## src/hdl/mem_pkg.sv

```systemverilog
package mem_pkg;

	//////////////////////////////
	// Bus widths
	//////////////////////////////
	localparam int addr_w = 16;
	localparam int value_w = 16;
	localparam int pc_w = 16;

	// Fixed status location that always reads back as all ones
	localparam logic [addr_w-1:0] status_addr = 16'hbf01;
	localparam logic [value_w-1:0] status_value = '1;

	// Each bank is indexed by the low address byte
	localparam int bank_depth_w = 8;
	localparam int bank_words = 1 << bank_depth_w;

	//////////////////////////////
	// Wait states
	//////////////////////////////
	localparam int wait_w = 4;
	localparam logic [wait_w-1:0] data_wait_reset = 4'd1;
	localparam logic [wait_w-1:0] insn_wait_reset = 4'd2;

	// Where an access from the processor lands
	typedef enum logic [1:0] {
		TARGET_NONE,
		TARGET_STATUS,
		TARGET_DATA,
		TARGET_INSN
	} target_e;

	typedef enum logic [1:0] {
		BANK_IDLE,
		BANK_WAIT,
		BANK_DONE
	} bank_state_e;

endpackage
```

## src/hdl/bank_config.sv

```systemverilog
`timescale 1ns/1ps

module bank_config import mem_pkg::*; (
	input logic ram1_work_done,
	input logic reset,
	input logic cfg_wr,
	input logic cfg_data_sel,
	input logic [wait_w-1:0] cfg_wait,
	output logic [wait_w-1:0] data_wait,
	output logic [wait_w-1:0] insn_wait
);

	logic [wait_w-1:0] data_wait_q;
	logic [wait_w-1:0] insn_wait_q;

	//////////////////////////////
	// Wait-state registers
	//////////////////////////////
	always_ff @(posedge ram1_work_done) begin
		if (reset) begin
			data_wait_q <= data_wait_reset;
			insn_wait_q <= insn_wait_reset;
		end else if (cfg_wr) begin
			// Select high picks the data bank
			if (cfg_data_sel)
				data_wait_q <= cfg_wait;
			else
				insn_wait_q <= cfg_wait;
		end
	end

	// Banks sample these only when an access starts
	assign data_wait = data_wait_q;
	assign insn_wait = insn_wait_q;

endmodule

```

## config.mk

```make
export PLATFORM = sky130hd
export DESIGN_NAME = bank_config
export DESIGN_NICKNAME = d
export VERILOG_FILES = /design/src/hdl/mem_pkg.sv /design/src/hdl/bank_config.sv
export SDC_FILE = /design/constraint.sdc
export NUM_CORES = 1
export LEC_CHECK = 0
export ABC_AREA = 1
export BUFFER_PORTS_ARGS = -buffer_cell sky130_fd_sc_hd__buf_2
export CORE_AREA = 8 8 45 47
export CTS_CLUSTER_SIZE = 40
export DETAILED_ROUTE_END_ITERATION = 10
export DIE_AREA = 0 0 53 55
export PLACE_DENSITY = 0.45
export SETUP_SLACK_MARGIN = 0.05
export SLEW_MARGIN = 40
export SYNTH_ARGS = -nofsm -noshare
export SYNTH_HDL_FRONTEND = slang
export SYNTH_SLANG_ARGS = --single-unit
```

## constraint.sdc

```tcl
create_clock -name ram1_work_done -period 1.4 [get_ports ram1_work_done]
set_clock_uncertainty 0.1 [all_clocks]
set_input_delay 0.07 -clock ram1_work_done [delete_from_list [all_inputs] [get_ports ram1_work_done]]
set_output_delay 0.07 -clock ram1_work_done [all_outputs]
set_load 0.01 [all_outputs]
```

# Yosys cells after proc, flatten, opt, wreduce, memory -nomap -nowiden
# Index checks and enable logic that the tools add are counted.
# word_totals
word_cells	5
inputBits	8
regBits	8
output_inout_bits	8
# op_classes
bitwise	1
reduce_logical	2
# op_table
cell	n
2-bit AND reduction	2
1-bit NOT	1

# Depth between registers and ports, before layout
# Gate-level depths: netlist (run 1).
# logic_depth
depth_word	2
depth_mapped	4
mapped_depth_nobuf	4

# Worst setup path before layout (run 1)
# No wires, ideal clock.
# synth_timing
path_type	flip-flop to flip-flop
from	register, netlist name insn_wait[1]
to	register insn_wait_q[1], in the netlist insn_wait[1]
synth_period_minus_slack_ps	678
arrival_ps	453
required_ps	1175
n_path_buf	0
setup_time_ps	125
slack_ps	722
stages_incl_launch_ff	3
path_cell_list	dfxtp_1 o21ai_0 nand3_1
# synth_lines
element	line	source
end signal, assigned	bank_config.sv:22	insn_wait_q <= insn_wait_reset;
end signal, assigned	bank_config.sv:28	insn_wait_q <= cfg_wait;
end, declared	bank_config.sv:14	logic [wait_w-1:0] insn_wait_q;

# Worst setup path after layout (run 1)
# layout_timing
from	register insn_wait_q[1], in the netlist insn_wait[1]
to	output port insn_wait[1]
# layout_lines
element	line	source
end, declared	bank_config.sv:10	output logic [wait_w-1:0] insn_wait
# No word-level cell between the ends.

==> impl_metrics.toml, run 1 <==
[worst_hold_path]
hold_path_startpoint = "cfg_data_sel"
whs_path_depth = 3
min_to = "insn_wait[1]"
hp-class = "input pin to register"

[sta]
tightest_slew_ps = 226.5
fin_crit_sh_pct = 63.54
setup-tns-final_ps = 0
slew_viol_final = 0
max-slew-margin-rel_pct = 84.88
setup_viol = 0
rsz0062_at_grt = "no"
min_period_ps = 889.6
hold_slack_ps = 20.89
hold_viol_final = 0
final.setup.worst_slack_ps = 510.4
fmax_mhz = 1124

[power_and_ir_drop]
vdd.ir_drop.worst_v = 0.0003372
p_switching_mw = 0.1338
leakagePower_nw = 0.2502
powerDensity_nw_per_um2 = 1090
seqPwrFrac_pct = 48.6
switching_share_pct = 26.04
power_frac_clock_pct = 35.1
intPower_mw = 0.3801
pwr-share-comb_pct = 16.3

[critical_path]
critPathMaxStageDelay_ps = 330
crit_buf_inv = 1
worstPathCellList = "buf_2"
startpoint_type = "register"
worstReg2RegEnd = "insn_wait[1]"
worstSetupPathType = "register to output port"
slowest_stage = "dfxtp_1"
crit_family = "flip-flops"
path_depth = 1
worstReg2RegStart = "insn_wait[1]"
required_ps = 1230
crit_start = "insn_wait[1]"
r2r_slack_ps = 720
cp.arrival_ps = 720
cp-end-kind = "output port"
cp_max_fo = 2
reg2reg_depth = 2

[die]
die_h_um = 55
rows = 14
design.die.area_um2 = 2915
core_um2 = 1384
dieWidth_um = 53
start_util_pct = 22.69
io_pins = 16

[global_route]
grt-ovfl-total = 0
grt_max_degree = 9
antenna_found_initial = 0
grt_pass1_vias = 329
grt_pass1_wl_um = 1352
grt_use_total_pct = 6.568

[logic_synthesis]
synth.net_count = 52
syn_area_um2 = 314.1
syn_area_per_cell_um2 = 7.138
ys_seq_elements = 8
netlist_instances = 44
yosysUniqueCellTypes = 10
ys_seq_area_share_pct = 51.00
yosysWarnings = 0

[cells_and_area]
final_cell_mix = "buf_2, nor2_1, dfxtp_1, nand3_1"
diodes = 0
fill_cells = 160
syn2layout_area_growth_pct = 50.20
drive_gt1_share_pct = 33.33
finalNetCount = 76
final_common_cell = "buf_2"

[outcome]
outcome = "complete, no violations"

[route]
wl_per_cell_um = 10.27
dr.pass1.iters = 4
drt_iter0_markers = 8
wl_met2_um = 342
num_vias = 352
top_layer_used = "met4"
drc = 0
vias_per_cell = 4.293
wl_um = 842
met3_length_um = 80
ant_nets = 0
wl_met1_um = 383

[clock_tree]
cts_buffers = 3
cts_resized = 0
cts-root-buf = "clkbuf_4"
clockBufferDepth = 2
cts_sinks = 8
cts-htree-levels = 1
cts_tree = "yes"
clk-insertion-delay-late_ps = 250
clk_pin_slew_worst_paths_ps = 60

[placed_design]
io_buffers = 15
place_ws_ps = 622.4
hpwlAfterDp_um = 646.7
gp_congestion = 0.6613

[job]
cap_viol_max_count = 0
==> timing repair <==
item | in CTS | in global routing
hold buffers | 4 | 0
buffers inserted | 0 | 0
hold endpoints to repair | 5 | 0
==> cells in the mapped netlist (all sizes together) <==
cell type | number | area (um^2)
clkinv | 1 | 5.000
dfxtp | 8 | 160.2
inv | 6 | 22.52
nand2 | 6 | 25.03
nand3 | 6 | 30.03
nor2 | 13 | 51.30
o21ai | 4 | 20.02
==> power by group through the flow <==
stage | clock, mW | sequential [mW] | combinational [mW]
6_report | 0.181 | 0.250 | 0.0838
3_3_place_gp | 0 | 0.254 | 0.0773
2_1_floorplan | 0 | 0.262 | 0.0325
5_1_grt | 0.206 | 0.252 | 0.0955
3_5_place_dp | 0 | 0.255 | 0.0765
4_1_cts | 0.187 | 0.250 | 0.0857
==> worst max-delay path by stage <==
stage	endpoint	slack [ps]
2_1_floorplan	insn_wait[1]	720
3_3_place_gp	data_wait[3]	630
3_5_place_dp	data_wait[3]	620
4_1_cts	insn_wait[1]	510
5_1_grt	data_wait[1]	450
6_report	insn_wait[1]	510
==> layer usage <==
metal	GRT usage (%)	vias up
met4	7.759	0
met1	7.176	154
met2	9.180	13
li1	-	181
met3	2.139	4
met5	0	-
==> state kept, by name, summed over array words and instances, names as in the netlist <==
name,cells
data_wait,4
insn_wait,4
==> tightest hold or removal path, cell delays in order <==
cell and delay [ps]:
buf_2 120, o21ai_0 90, nand3_1 60
==> cell families (layout without fill, tap and decap cells) <==
| logic type | after synthesis | count (layout) | synth area share (%) |
|---|---|---|---|
| flip-flops | 8 | 8 | 50.99 |
| AND/OR/NAND/NOR | 25 | 25 | 33.87 |
| AO/OA/AOI/OAI | 4 | 4 | 6.375 |
| buffers and inverters | 7 | 29 | 8.763 |
==> layout make-up <==
class	count	area, um^2	share of cell area [%]
Sequential cell	8	160.2	33.95
Multi-Input combinational cell	29	126.4	26.79
Timing Repair Buffer	19	115.1	24.40
Inverter	7	27.53	5.836
Clock buffer	3	22.52	4.775
Tap cell	16	20.02	4.244
==> metrics by stage <==
stage / area (um^2) / power (mW) / utilization, % / cells
floorplan: 314.1 / 0.2949 / - / 44
global placement: 409.1 / 0.3314 / 29.57 / 75
detailed placement: 409.1 / 0.3315 / 29.57 / 75
CTS: 471.7 / 0.5221 / 34.09 / 82
global route: 471.7 / 0.5530 / 34.09 / 82
finish: 471.7 / 0.5139 / 34.09 / 82
No activity file was read; power rests on OpenSTA's default activity.
==> run 2: changes to the inputs <==
==> constraint.sdc (replaced) <==
create_clock -name ram1_work_done -period 0.93 [get_ports ram1_work_done]
set_clock_uncertainty 0.1 [all_clocks]
set_input_delay 0.0465 -clock ram1_work_done [delete_from_list [all_inputs] [get_ports ram1_work_done]]
set_output_delay 0.0465 -clock ram1_work_done [all_outputs]
set_load 0.01 [all_outputs]
==> run 2 against run 1 <==
The run now ends with negative hold slack left. Sequential share of layout area is 0.058 points higher. Total power is 53% higher. First-iteration DRC count is 63% lower. Combinational power is 62% higher. Final area is 4.5% higher. Sequential power is 52% higher. Via count is 4.3% lower. Sequential cell count stayed put. Worst hold slack worse by 23 ps. Routed wire length is 1.7% higher. Core utilization is 1.5 points higher. Non-clock buffer count is 2 lower. Highest routed layer unchanged.
==> impl_metrics.toml, run 2 (synthesis gave the netlist of run 1 again) <==
[global_route]
grt_max_degree = 9
grt_pass1_vias = 329
antenna_found_initial = 0
grt_use_total_pct = 6.568
grt-ovfl-total = 0
grt_pass1_wl_um = 1352

[critical_path]
crit_family = "buffers and inverters"
crit_buf_inv = 3
required_ps = 980
startpoint_type = "input pin"
cp_max_fo = 2
slowest_stage = "dlygate4sd3_1"
crit_start = "cfg_wait[0]"
worstReg2RegStart = "insn_wait[1]"
critPathMaxStageDelay_ps = 540
cp-end-kind = "register"
worstPathCellList = "dlygate4sd3_1, buf_2, inv_1, nand3_1, nand2_1, nor2_1"
cp.arrival_ps = 920
worstSetupPathType = "input pin to register"

[power_and_ir_drop]
powerDensity_nw_per_um2 = 1598
leakagePower_nw = 0.2468
power_frac_clock_pct = 34.4
seqPwrFrac_pct = 48.4
switching_share_pct = 25.97
vdd.ir_drop.worst_v = 0.0005131
p_switching_mw = 0.2046
intPower_mw = 0.5831
pwr-share-comb_pct = 17.2

[outcome]
violations = "negative hold slack"
outcome = "finished with violations"

[clock_tree]
cts_tree = "yes"
cts_sinks = 8
clk-insertion-delay-late_ps = 250
clockBufferDepth = 2
cts-htree-levels = 1
cts-root-buf = "clkbuf_4"
clk_pin_slew_worst_paths_ps = 60
cts_buffers = 3

[die]
die_h_um = 55
dieWidth_um = 53
design.die.area_um2 = 2915
start_util_pct = 22.69
io_pins = 16
rows = 14
core_um2 = 1384

[sta]
slew_viol_final = 0
rsz0062_at_grt = "yes"
max-slew-margin-rel_pct = 84.52
hold_viol_final = 1
setup_viol = 0
fin_crit_sh_pct = 94.24
hold_slack_ps = -2.095
setup-tns-final_ps = 0
min_period_ps = 876.4
fmax_mhz = 1141
tightest_slew_ps = 231.9

[cells_and_area]
syn2layout_area_growth_pct = 56.97
fill_cells = 157
final_cell_mix = "nor2_1, buf_2, dfxtp_2, nand3_1, nand2_1"
finalNetCount = 74
final_cell_area_um2 = 493.0
final_common_cell = "nor2_1"
drive_gt1_share_pct = 43.75
finalNonFillerCells = 80
diodes = 0

[worst_hold_path]
hold_path_startpoint = "cfg_data_sel"
hp-class = "input pin to register"

[route]
wl_um = 856
dr.pass1.iters = 3
drt_iter0_markers = 3
vias_per_cell = 4.213
num_vias = 337
wl_per_cell_um = 10.70
drc = 0
ant_nets = 0

[placed_design]
hpwlAfterDp_um = 646.7
dp_cells = 75
gp_congestion = 0.6613
io_buffers = 15
placed_area_um2 = 409.1

[job]
cap_viol_max_count = 0
[run 2: cell count changes in the layout (fill, tap and decap cells not counted), sizes merged]
| cell | delta |
|---|---|
| buf | -2 |
[run 2: layout make-up]
cell class,count,area [um^2],area share [%]
sequential,8,167.7,34.01
multi-input combinational,29,131.4,26.65
timing repair buffer,17,123.9,25.13
inverter,7,27.53,5.584
clock buffer,3,22.52,4.569
tap,16,20.02,4.061
[run 2: stage by stage]
step	power (mW)	utilization, %	setup WS [ps]
after floorplan	0.4440	-	251.6
after global placement	0.4988	29.57	181.0
after detailed placement	0.4990	29.57	175.9
after CTS	0.7859	34.09	62.03
after global routing	0.8465	35.62	14.49
final	0.7877	35.62	53.59
[run 2: power by group through the flow]
stage | Clock (mW) | Combinational [mW] | Sequential (mW)
after floorplan | 0 | 0.0489 | 0.395
final | 0.271 | 0.136 | 0.381
after CTS | 0.281 | 0.129 | 0.376
after detailed placement | 0 | 0.115 | 0.384
after global placement | 0 | 0.116 | 0.382
after global routing | 0.309 | 0.152 | 0.385
[run 2: worst min-delay path, cell delays in order]
cell	delay (ps)
buf_2	120
o21ai_0	90
nand3_1	60
[run 2: worst paths after layout]
check | cells after the start | slack [ps] | endpoint
worst max-delay path | 6 | 50 | insn_wait[0]
worst min-delay path | 3 | -2 | insn_wait[1]
worst max register to register | 2 | 250 | insn_wait[1]
worst min register to register | 2 | 370 | data_wait[1]
[run 2: layer usage]
layer	global-route usage [%]	vias to the layer above	part of all wire, %
met3	2.139	2	8.6
met2	9.180	10	42
met1	7.176	148	47
li1	-	177	-
met5	0	-	0
met4	7.759	0	2.2
[run 2: repair_timing]
action	4_1_cts	5_1_grt
buffers inserted	0	0
gates resized for setup	0	13
hold buffers	4	0
endpoints found under the hold margin	5	0
endpoints found under the setup margin	0	12
