==> src/hdl/mem_pkg.sv <==
package mem_pkg;

	//////////////////////////////
	// Bus widths
	//////////////////////////////
	localparam int addr_w = 16;
	localparam int value_w = 16;
	localparam int pc_w = 16;

	// Fixed status location that always reads back as all ones
	localparam logic [addr_w-1:0] status_addr = 16'hbf01;
	localparam logic [value_w-1:0] status_value = '1;

	// Each bank is indexed by the low address byte
	localparam int bank_depth_w = 8;
	localparam int bank_words = 1 << bank_depth_w;

	//////////////////////////////
	// Wait states
	//////////////////////////////
	localparam int wait_w = 4;
	localparam logic [wait_w-1:0] data_wait_reset = 4'd1;
	localparam logic [wait_w-1:0] insn_wait_reset = 4'd2;

	// Where an access from the processor lands
	typedef enum logic [1:0] {
		TARGET_NONE,
		TARGET_STATUS,
		TARGET_DATA,
		TARGET_INSN
	} target_e;

	typedef enum logic [1:0] {
		BANK_IDLE,
		BANK_WAIT,
		BANK_DONE
	} bank_state_e;

endpackage
==> src/hdl/bank_if.sv <==
`timescale 1ns/1ps

interface bank_if import mem_pkg::*; ();

	// Request side, from the route block
	logic need_to_work;
	logic wr;
	logic [addr_w-1:0] addr;
	logic [value_w-1:0] wdata;

	// Answer side, from the bank
	logic work_done;
	logic [value_w-1:0] feedback;

	modport route (
		output need_to_work,
		output wr,
		output addr,
		output wdata,
		input work_done,
		input feedback
	);

	modport bank (
		input need_to_work,
		input wr,
		input addr,
		input wdata,
		output work_done,
		output feedback
	);

endinterface

==> src/hdl/mem_route.sv <==
`timescale 1ns/1ps

module mem_route import mem_pkg::*; (
	input logic ram1_work_done,
	input logic reset,
	input logic mem_rd,
	input logic mem_wr,
	input logic [addr_w-1:0] addr,
	input logic [value_w-1:0] wdata,
	input logic [pc_w-1:0] pc,
	output logic work_done,
	output logic [value_w-1:0] feedback,
	output logic [15:0] done_pc_out,
	bank_if.route data_bus,
	bank_if.route insn_bus
);

	target_e target;
	logic [pc_w-1:0] data_served;
	logic [pc_w-1:0] insn_served;
	logic data_hit;
	logic insn_hit;

	//////////////////////////////
	// Address decode
	//////////////////////////////
	always_comb begin
		if (!(mem_rd || mem_wr)) begin
			target = TARGET_NONE;
		end else if (addr == status_addr) begin
			target = TARGET_STATUS;
		end else if (addr[addr_w-1]) begin
			target = TARGET_DATA;
		end else begin
			target = TARGET_INSN;
		end
	end

	// A done level only counts if it belongs to the current instruction
	assign data_hit = data_bus.work_done && (pc == data_served);
	assign insn_hit = insn_bus.work_done && (pc == insn_served);

	// Both banks see the same request lines
	assign data_bus.wr = mem_wr;
	assign data_bus.addr = addr;
	assign data_bus.wdata = wdata;
	assign insn_bus.wr = mem_wr;
	assign insn_bus.addr = addr;
	assign insn_bus.wdata = wdata;

	always_comb begin
		data_bus.need_to_work = 1'b0;
		insn_bus.need_to_work = 1'b0;
		work_done = 1'b0;
		feedback = '0;
		case (target)
			TARGET_STATUS: begin
				work_done = 1'b1;
				feedback = status_value;
			end
			TARGET_DATA: begin
				work_done = data_hit;
				feedback = data_bus.feedback;
				data_bus.need_to_work = !data_hit;
			end
			TARGET_INSN: begin
				work_done = insn_hit;
				feedback = insn_bus.feedback;
				insn_bus.need_to_work = !insn_hit;
			end
			default: begin
				// Nothing requested so the processor may move on
				work_done = 1'b1;
			end
		endcase
	end

	//////////////////////////////
	// Served program counters
	//////////////////////////////
	always_ff @(posedge ram1_work_done) begin
		if (reset) begin
			data_served <= '0;
			insn_served <= '0;
		end else begin
			if (data_bus.need_to_work)
				data_served <= pc;
			if (insn_bus.need_to_work)
				insn_served <= pc;
		end
	end

	assign done_pc_out = {data_served[7:0], insn_served[7:0]};

	// One bank in flight at a time
	assert property (@(posedge ram1_work_done) disable iff (reset)
		!(data_bus.need_to_work && insn_bus.need_to_work));

	assert property (@(posedge ram1_work_done) disable iff (reset)
		(data_bus.need_to_work || insn_bus.need_to_work) |-> (mem_rd || mem_wr));

endmodule

==> src/flat_wrapper.sv <==
// flat-port wrapper written by rule: the top's interface ports become plain ports
module mem_route_flat import mem_pkg::*;
  (ram1_work_done, reset, mem_rd, mem_wr, addr, wdata, pc, work_done, feedback, done_pc_out, data_bus_need_to_work, data_bus_wr, data_bus_addr, data_bus_wdata, data_bus_work_done, data_bus_feedback, insn_bus_need_to_work, insn_bus_wr, insn_bus_addr, insn_bus_wdata, insn_bus_work_done, insn_bus_feedback);
  bank_if data_bus_i ();
  bank_if insn_bus_i ();
  input logic ram1_work_done;
  input logic reset;
  input logic mem_rd;
  input logic mem_wr;
  input logic [addr_w-1:0] addr;
  input logic [value_w-1:0] wdata;
  input logic [pc_w-1:0] pc;
  output logic work_done;
  output logic [value_w-1:0] feedback;
  output logic [15:0] done_pc_out;
  output wire logic [$bits(data_bus_i.need_to_work)-1:0] data_bus_need_to_work;
  output wire logic [$bits(data_bus_i.wr)-1:0] data_bus_wr;
  output wire logic [$bits(data_bus_i.addr)-1:0] data_bus_addr;
  output wire logic [$bits(data_bus_i.wdata)-1:0] data_bus_wdata;
  input wire logic [$bits(data_bus_i.work_done)-1:0] data_bus_work_done;
  input wire logic [$bits(data_bus_i.feedback)-1:0] data_bus_feedback;
  output wire logic [$bits(insn_bus_i.need_to_work)-1:0] insn_bus_need_to_work;
  output wire logic [$bits(insn_bus_i.wr)-1:0] insn_bus_wr;
  output wire logic [$bits(insn_bus_i.addr)-1:0] insn_bus_addr;
  output wire logic [$bits(insn_bus_i.wdata)-1:0] insn_bus_wdata;
  input wire logic [$bits(insn_bus_i.work_done)-1:0] insn_bus_work_done;
  input wire logic [$bits(insn_bus_i.feedback)-1:0] insn_bus_feedback;
  assign data_bus_need_to_work = data_bus_i.need_to_work;
  assign data_bus_wr = data_bus_i.wr;
  assign data_bus_addr = data_bus_i.addr;
  assign data_bus_wdata = data_bus_i.wdata;
  assign data_bus_i.work_done = data_bus_work_done;
  assign data_bus_i.feedback = data_bus_feedback;
  assign insn_bus_need_to_work = insn_bus_i.need_to_work;
  assign insn_bus_wr = insn_bus_i.wr;
  assign insn_bus_addr = insn_bus_i.addr;
  assign insn_bus_wdata = insn_bus_i.wdata;
  assign insn_bus_i.work_done = insn_bus_work_done;
  assign insn_bus_i.feedback = insn_bus_feedback;
  mem_route u_core (.ram1_work_done(ram1_work_done), .reset(reset), .mem_rd(mem_rd), .mem_wr(mem_wr), .addr(addr), .wdata(wdata), .pc(pc), .work_done(work_done), .feedback(feedback), .done_pc_out(done_pc_out), .data_bus(data_bus_i), .insn_bus(insn_bus_i));
endmodule
==> config.mk <==
export PLATFORM = sky130hd
export DESIGN_NAME = mem_route_flat
export DESIGN_NICKNAME = d
export VERILOG_FILES = /design/src/hdl/mem_pkg.sv /design/src/hdl/bank_if.sv /design/src/hdl/mem_route.sv /design/src/flat_wrapper.sv
export SDC_FILE = /design/constraint.sdc
export NUM_CORES = 1
export LEC_CHECK = 0
export BUFFER_PORTS_ARGS = -buffer_cell sky130_fd_sc_hd__buf_2
export CAP_MARGIN = 20
export CELL_PAD_IN_SITES_DETAIL_PLACEMENT = 1
export CELL_PAD_IN_SITES_GLOBAL_PLACEMENT = 2
export CORE_AREA = 2 2 113 115
export CTS_BUF_LIST = sky130_fd_sc_hd__clkbuf_16
export CTS_CLUSTER_SIZE = 30
export DETAILED_ROUTE_END_ITERATION = 8
export DIE_AREA = 0 0 115 117
export GPL_TIMING_DRIVEN = 0
export HOLD_SLACK_MARGIN = 0.08
export PLACE_DENSITY_LB_ADDON = 0.1
export SETUP_SLACK_MARGIN = 0.5
export SYNTH_ARGS = -nofsm -noshare
export SYNTH_HDL_FRONTEND = slang
export SYNTH_SLANG_ARGS = --single-unit
==> constraint.sdc <==
create_clock -name ram1_work_done -period 4.4 [get_ports ram1_work_done]
set_input_delay 0.22 -clock ram1_work_done [delete_from_list [all_inputs] [get_ports ram1_work_done]]
set_output_delay 0.22 -clock ram1_work_done [all_outputs]
set_load 0.02 [all_outputs]
After elaboration in Yosys (flattened, before gate mapping) --
Cells that the tools add are included.
Storage, ports and cells: bits in registers 32
Cells by class: mux-type cells 7, equal/unequal tests 6, reduce and logical (&&, ||, !) cells 5
Operators with widths (count):
- $pmux 16 s3 | 1
- $eq 16x16->1 | 2
- $eq 16x16->1 const B | 1
- $eq 2x2->1 const B | 2
- $mux 2 | 2
- $mux 1 | 3
- $eq 2x1->1 const B | 1
- $logic_and 1x1->1 | 2
- $logic_not 1->1 | 2
- $pmux 1 s2 | 1
- $logic_or 1x1->1 | 1

Longest topological paths before layout --
word-level depth 5, depth in mapped cells 6

Worst setup path after synthesis --
Ideal clock, no wire load.
path type register -> output, from reg u_core.insn_served[2], to out work_done, cell stages (with the launch flop) 7, path buffers 1, data arrival time 1682 ps, setup slack 2498 ps, path through dfxtp_1 > xor2_1 > nor4_4 > and2_1 > buf_4 > a21oi_1 > nor2_1
On the way: word-level cells in the longest chain between the ends 3
RTL lines:
- start: declaration | line mem_route.sv:20 | logic [pc_w-1:0] insn_served;
- start signal: assignment | line mem_route.sv:89 | insn_served <= pc;
- $eq 16x16->1 | line mem_route.sv:41 | assign insn_hit = insn_bus.work_done && (pc == insn_served);
- $logic_and 1x1->1 | line mem_route.sv:41
- $pmux 1 s2 | line mem_route.sv:56 | case (target)
- end: declaration | line flat_wrapper.sv:13 | output logic work_done;
Every way passes these cells.

Worst setup path in the final report --
from reg u_core.insn_served[3], to out work_done
Same word-level chain as after synthesis.

==> impl_metrics.tcl <==
set metrics [dict create \
    status "complete, no violations" \
    synthToLayoutAreaGrowth_pct 39.5 \
    ctsResizeCount 0 \
    yosysUniqueCellTypes 41 \
    detailedPlace.worstSlack_ns 1.97 \
    h-tree-depth 2 \
    hold_buffers 0 \
    placeableCoreArea_um2 12300 \
    fin_crit_sh_pct 61.5 \
    crit_arrival_ns 2.49 \
    yosysSeqAreaShare_pct 21.5 \
    grt_start_max_net_pins 11 \
    crit_start "u_core.insn_served[3]$_SDFFE_PP0P_" \
    slew-limit-headroom_pct 51.5 \
    clkPwrFrac_pct 30.6 \
    drt-vias-per-instance 4.97 \
    worst_pin_slew_ns 0.727 \
    crit_fanout 10 \
    grt-ovfl-total 0 \
    maxSlewViolCount 0 \
    critPathLaunchType "flip-flop" \
    final_area_um2 4150 \
    fin_hold_ws_ns 0.226 \
    fin_cells 677 \
    root_buffer "clkbuf_16" \
    clk_pin_slew_ns 0.06 \
    dp.cells 669 \
    fin_nets 612 \
    worst_slack_ns 1.69 \
    grt_use_total_pct 17.7 \
    cts_tree "done" \
    fmax_mhz 369 \
    initial_core_util_pct 24.2 \
    hold_class "in2reg" \
    synth_edf_count 0 \
    r2r-start "u_core.insn_served[3]$_SDFFE_PP0P_" \
    dieArea_um2 13500 \
    leakagePower_nw 1.93 \
    maxCapViolCount 0 \
    placed_area_um2 4020 \
    ir_drop_v 0.000124 \
    drt_iter0_drc 129 \
    p_int_mw 0.711 \
    fillers 1539 \
    cp_data_required_time_ns 4.18 \
    ff2ff_setup_slack_ns 2.22 \
    clk-insertion-delay-late_ns 0.28 \
    synthArstFlopShare_pct 0 \
    io_pins 187 \
    drc 0 \
    vias 3366 \
    first_global_vias 3126 \
    synth_area_per_cell_um2 8.53 \
    finalSetupViolCount 0 \
    yosys_warnings 0 \
    r2r-end "u_core.insn_served[3]$_SDFFE_PP0P_" \
    die_x_um 115 \
    drive_gt1_share_pct 53.7 \
    hp-start "pc[7]" \
    grt_pass1_wl_um 18100 \
    clkSinkCount 32 \
    swShare_pct 36.3 \
    antenna_cells 0 \
    period_needed_ns 2.71 \
    first_pass_iters 4 \
    syn_area_um2 2980 \
    die_height_um 117 \
    seqPwrFrac_pct 31.0 \
    postSynthCellCount 349 \
    synth_top_flop_cell "dfxtp_1" \
    postCtsSetupRepairBufs 0 \
    p_comb_share_pct 38.4 \
    critPathCapture "work_done" \
    synth_nets 435 \
    clockBufferDepth 2 \
    fin_setup_tns_ns 0 \
    wl_per_cell_um 18.5 \
    cp-end-kind "output pin" \
    routed_wl_um 12500 \
    antenna_found_initial 0 \
    finalHoldViolCount 0 \
    rsz0062_at_grt "false" \
    p_switching_mw 0.406 \
    ant_nets 0 \
    r2r_cells 6 \
    gp_congestion 0.796 \
    crit_type "reg2out" \
    post-dp-hpwl_um 9510 \
    fin_worst_skew_ns 0.00471 \
    synth-seq-cells 32 \
    p_per_area_nw_per_um2 269 \
    numPortBuffers 170 \
    num_rows 41 \
    numCtsBuffers 5 \
]
==> through the flow <==
stage	power (mW)	utilization (%)
floorplan	0.628	-
global placement	0.777	32.6
detailed placement	0.782	32.6
CTS	1.13	33.7
global route	1.17	33.7
finish	1.12	33.7
==> worst min-delay path by stage <==
stage                                           to  cells past startpoint  slack [ns]
6_report        u_core.insn_served[7]$_SDFFE_PP0P_                      3        0.23
5_1_grt        u_core.insn_served[11]$_SDFFE_PP0P_                      3        0.25
4_1_cts         u_core.insn_served[7]$_SDFFE_PP0P_                      3        0.22
3_5_place_dp   u_core.insn_served[11]$_SDFFE_PP0P_                      2        0.47
3_3_place_gp   u_core.insn_served[11]$_SDFFE_PP0P_                      2        0.46
2_1_floorplan  u_core.data_served[15]$_SDFFE_PP0P_                      2        0.36
==> flip-flops by register name (all words and copies together) (netlist names) <==
name                count
u_core.data_served     16
u_core.insn_served     16
==> layout make-up <==
cell class | count | area (um2) | area share (%)
Clock inverter | 3 | 11.3 | 0.271
Buffer | 108 | 758 | 18.3
Tap cell | 150 | 188 | 4.52
Sequential cell | 32 | 641 | 15.4
Clock buffer | 5 | 125 | 3.01
Inverter | 2 | 7.51 | 0.181
Timing Repair Buffer | 170 | 851 | 20.5
Multi-Input combinational cell | 207 | 1570 | 37.8
==> layout by cell type (no fill, tap or decap), types with 3 or more instances in the layout <==
cell type / instances
a21oi_1: 8
nand2_1: 26
buf_2: 179
a32oi_1: 20
nand4_1: 29
o311ai_1: 14
and2_1: 3
nor2b_1: 13
inv_1: 3
o311ai_0: 9
xor2_1: 8
dfxtp_1: 32
clkbuf_16: 5
a221o_1: 16
a31oi_1: 4
buf_4: 83
nor2_1: 4
xnor2_1: 24
nand3_1: 3
buf_6: 4
clkbuf_1: 12
==> metal layers <==
layer  track usage (%)  wire [um]  part of all wire (%)
met5                 0          0                     0
met4              3.53        111                  0.89
met3              2.52        793                   6.3
met2              31.6       6040                    48
met1              22.8       5550                    44
==> critical path, stage by stage (launching register included) <==
cell and delay [ns]:
dfxtp_1 0.35, xnor2_1 0.28, nand4_1 0.20, nor3_2 0.57, buf_2 0.37, a21oi_1 0.13
nor2_1 0.13, buf_2 0.17
==> synth_stat cells, types with 2 or more instances <==
library cell / count / share of area, %
nor2b_1: 13 / 2.7
and2_1: 3 / 0.63
xor2_1: 8 / 2.4
clkbuf_1: 12 / 1.5
a2111oi_0: 2 / 0.59
nor3_1: 2 / 0.34
a211oi_1: 2 / 0.50
dfxtp_1: 32 / 22
o311ai_0: 9 / 2.6
nand3_1: 3 / 0.50
buf_4: 83 / 21
nor4_4: 2 / 1.4
a311o_1: 2 / 0.67
nand4_1: 29 / 6.1
a21oi_1: 8 / 1.3
nand2_1: 26 / 3.3
buf_2: 9 / 1.5
xnor2_1: 24 / 7.1
a221o_1: 16 / 5.4
o311ai_1: 14 / 4.1
buf_6: 4 / 1.5
a22o_1: 2 / 0.59
a32oi_1: 20 / 5.9
nor2_1: 4 / 0.50
a31oi_1: 4 / 0.84
==> power groups by stage <==
stage / logic, mW / registers (mW) / clock network (mW)
final: 0.429 / 0.346 / 0.342
after global placement: 0.427 / 0.351 / 0
after detailed placement: 0.431 / 0.352 / 0
after global routing: 0.459 / 0.350 / 0.360
after floorplan: 0.283 / 0.345 / 0
after CTS: 0.433 / 0.346 / 0.349
==> kinds of logic (layout without fill, tap and decap cells) <==
logic type	count (synthesis)	in the layout	share of synthesized area, %
flip-flops	32	32	21.5
AND/OR/NAND/NOR	92	92	19.3
XOR/XNOR	32	32	9.42
AO/OA/AOI/OAI	83	83	24.0
buffers and inverters	110	288	25.7
(Power assumes the default switching activity.)
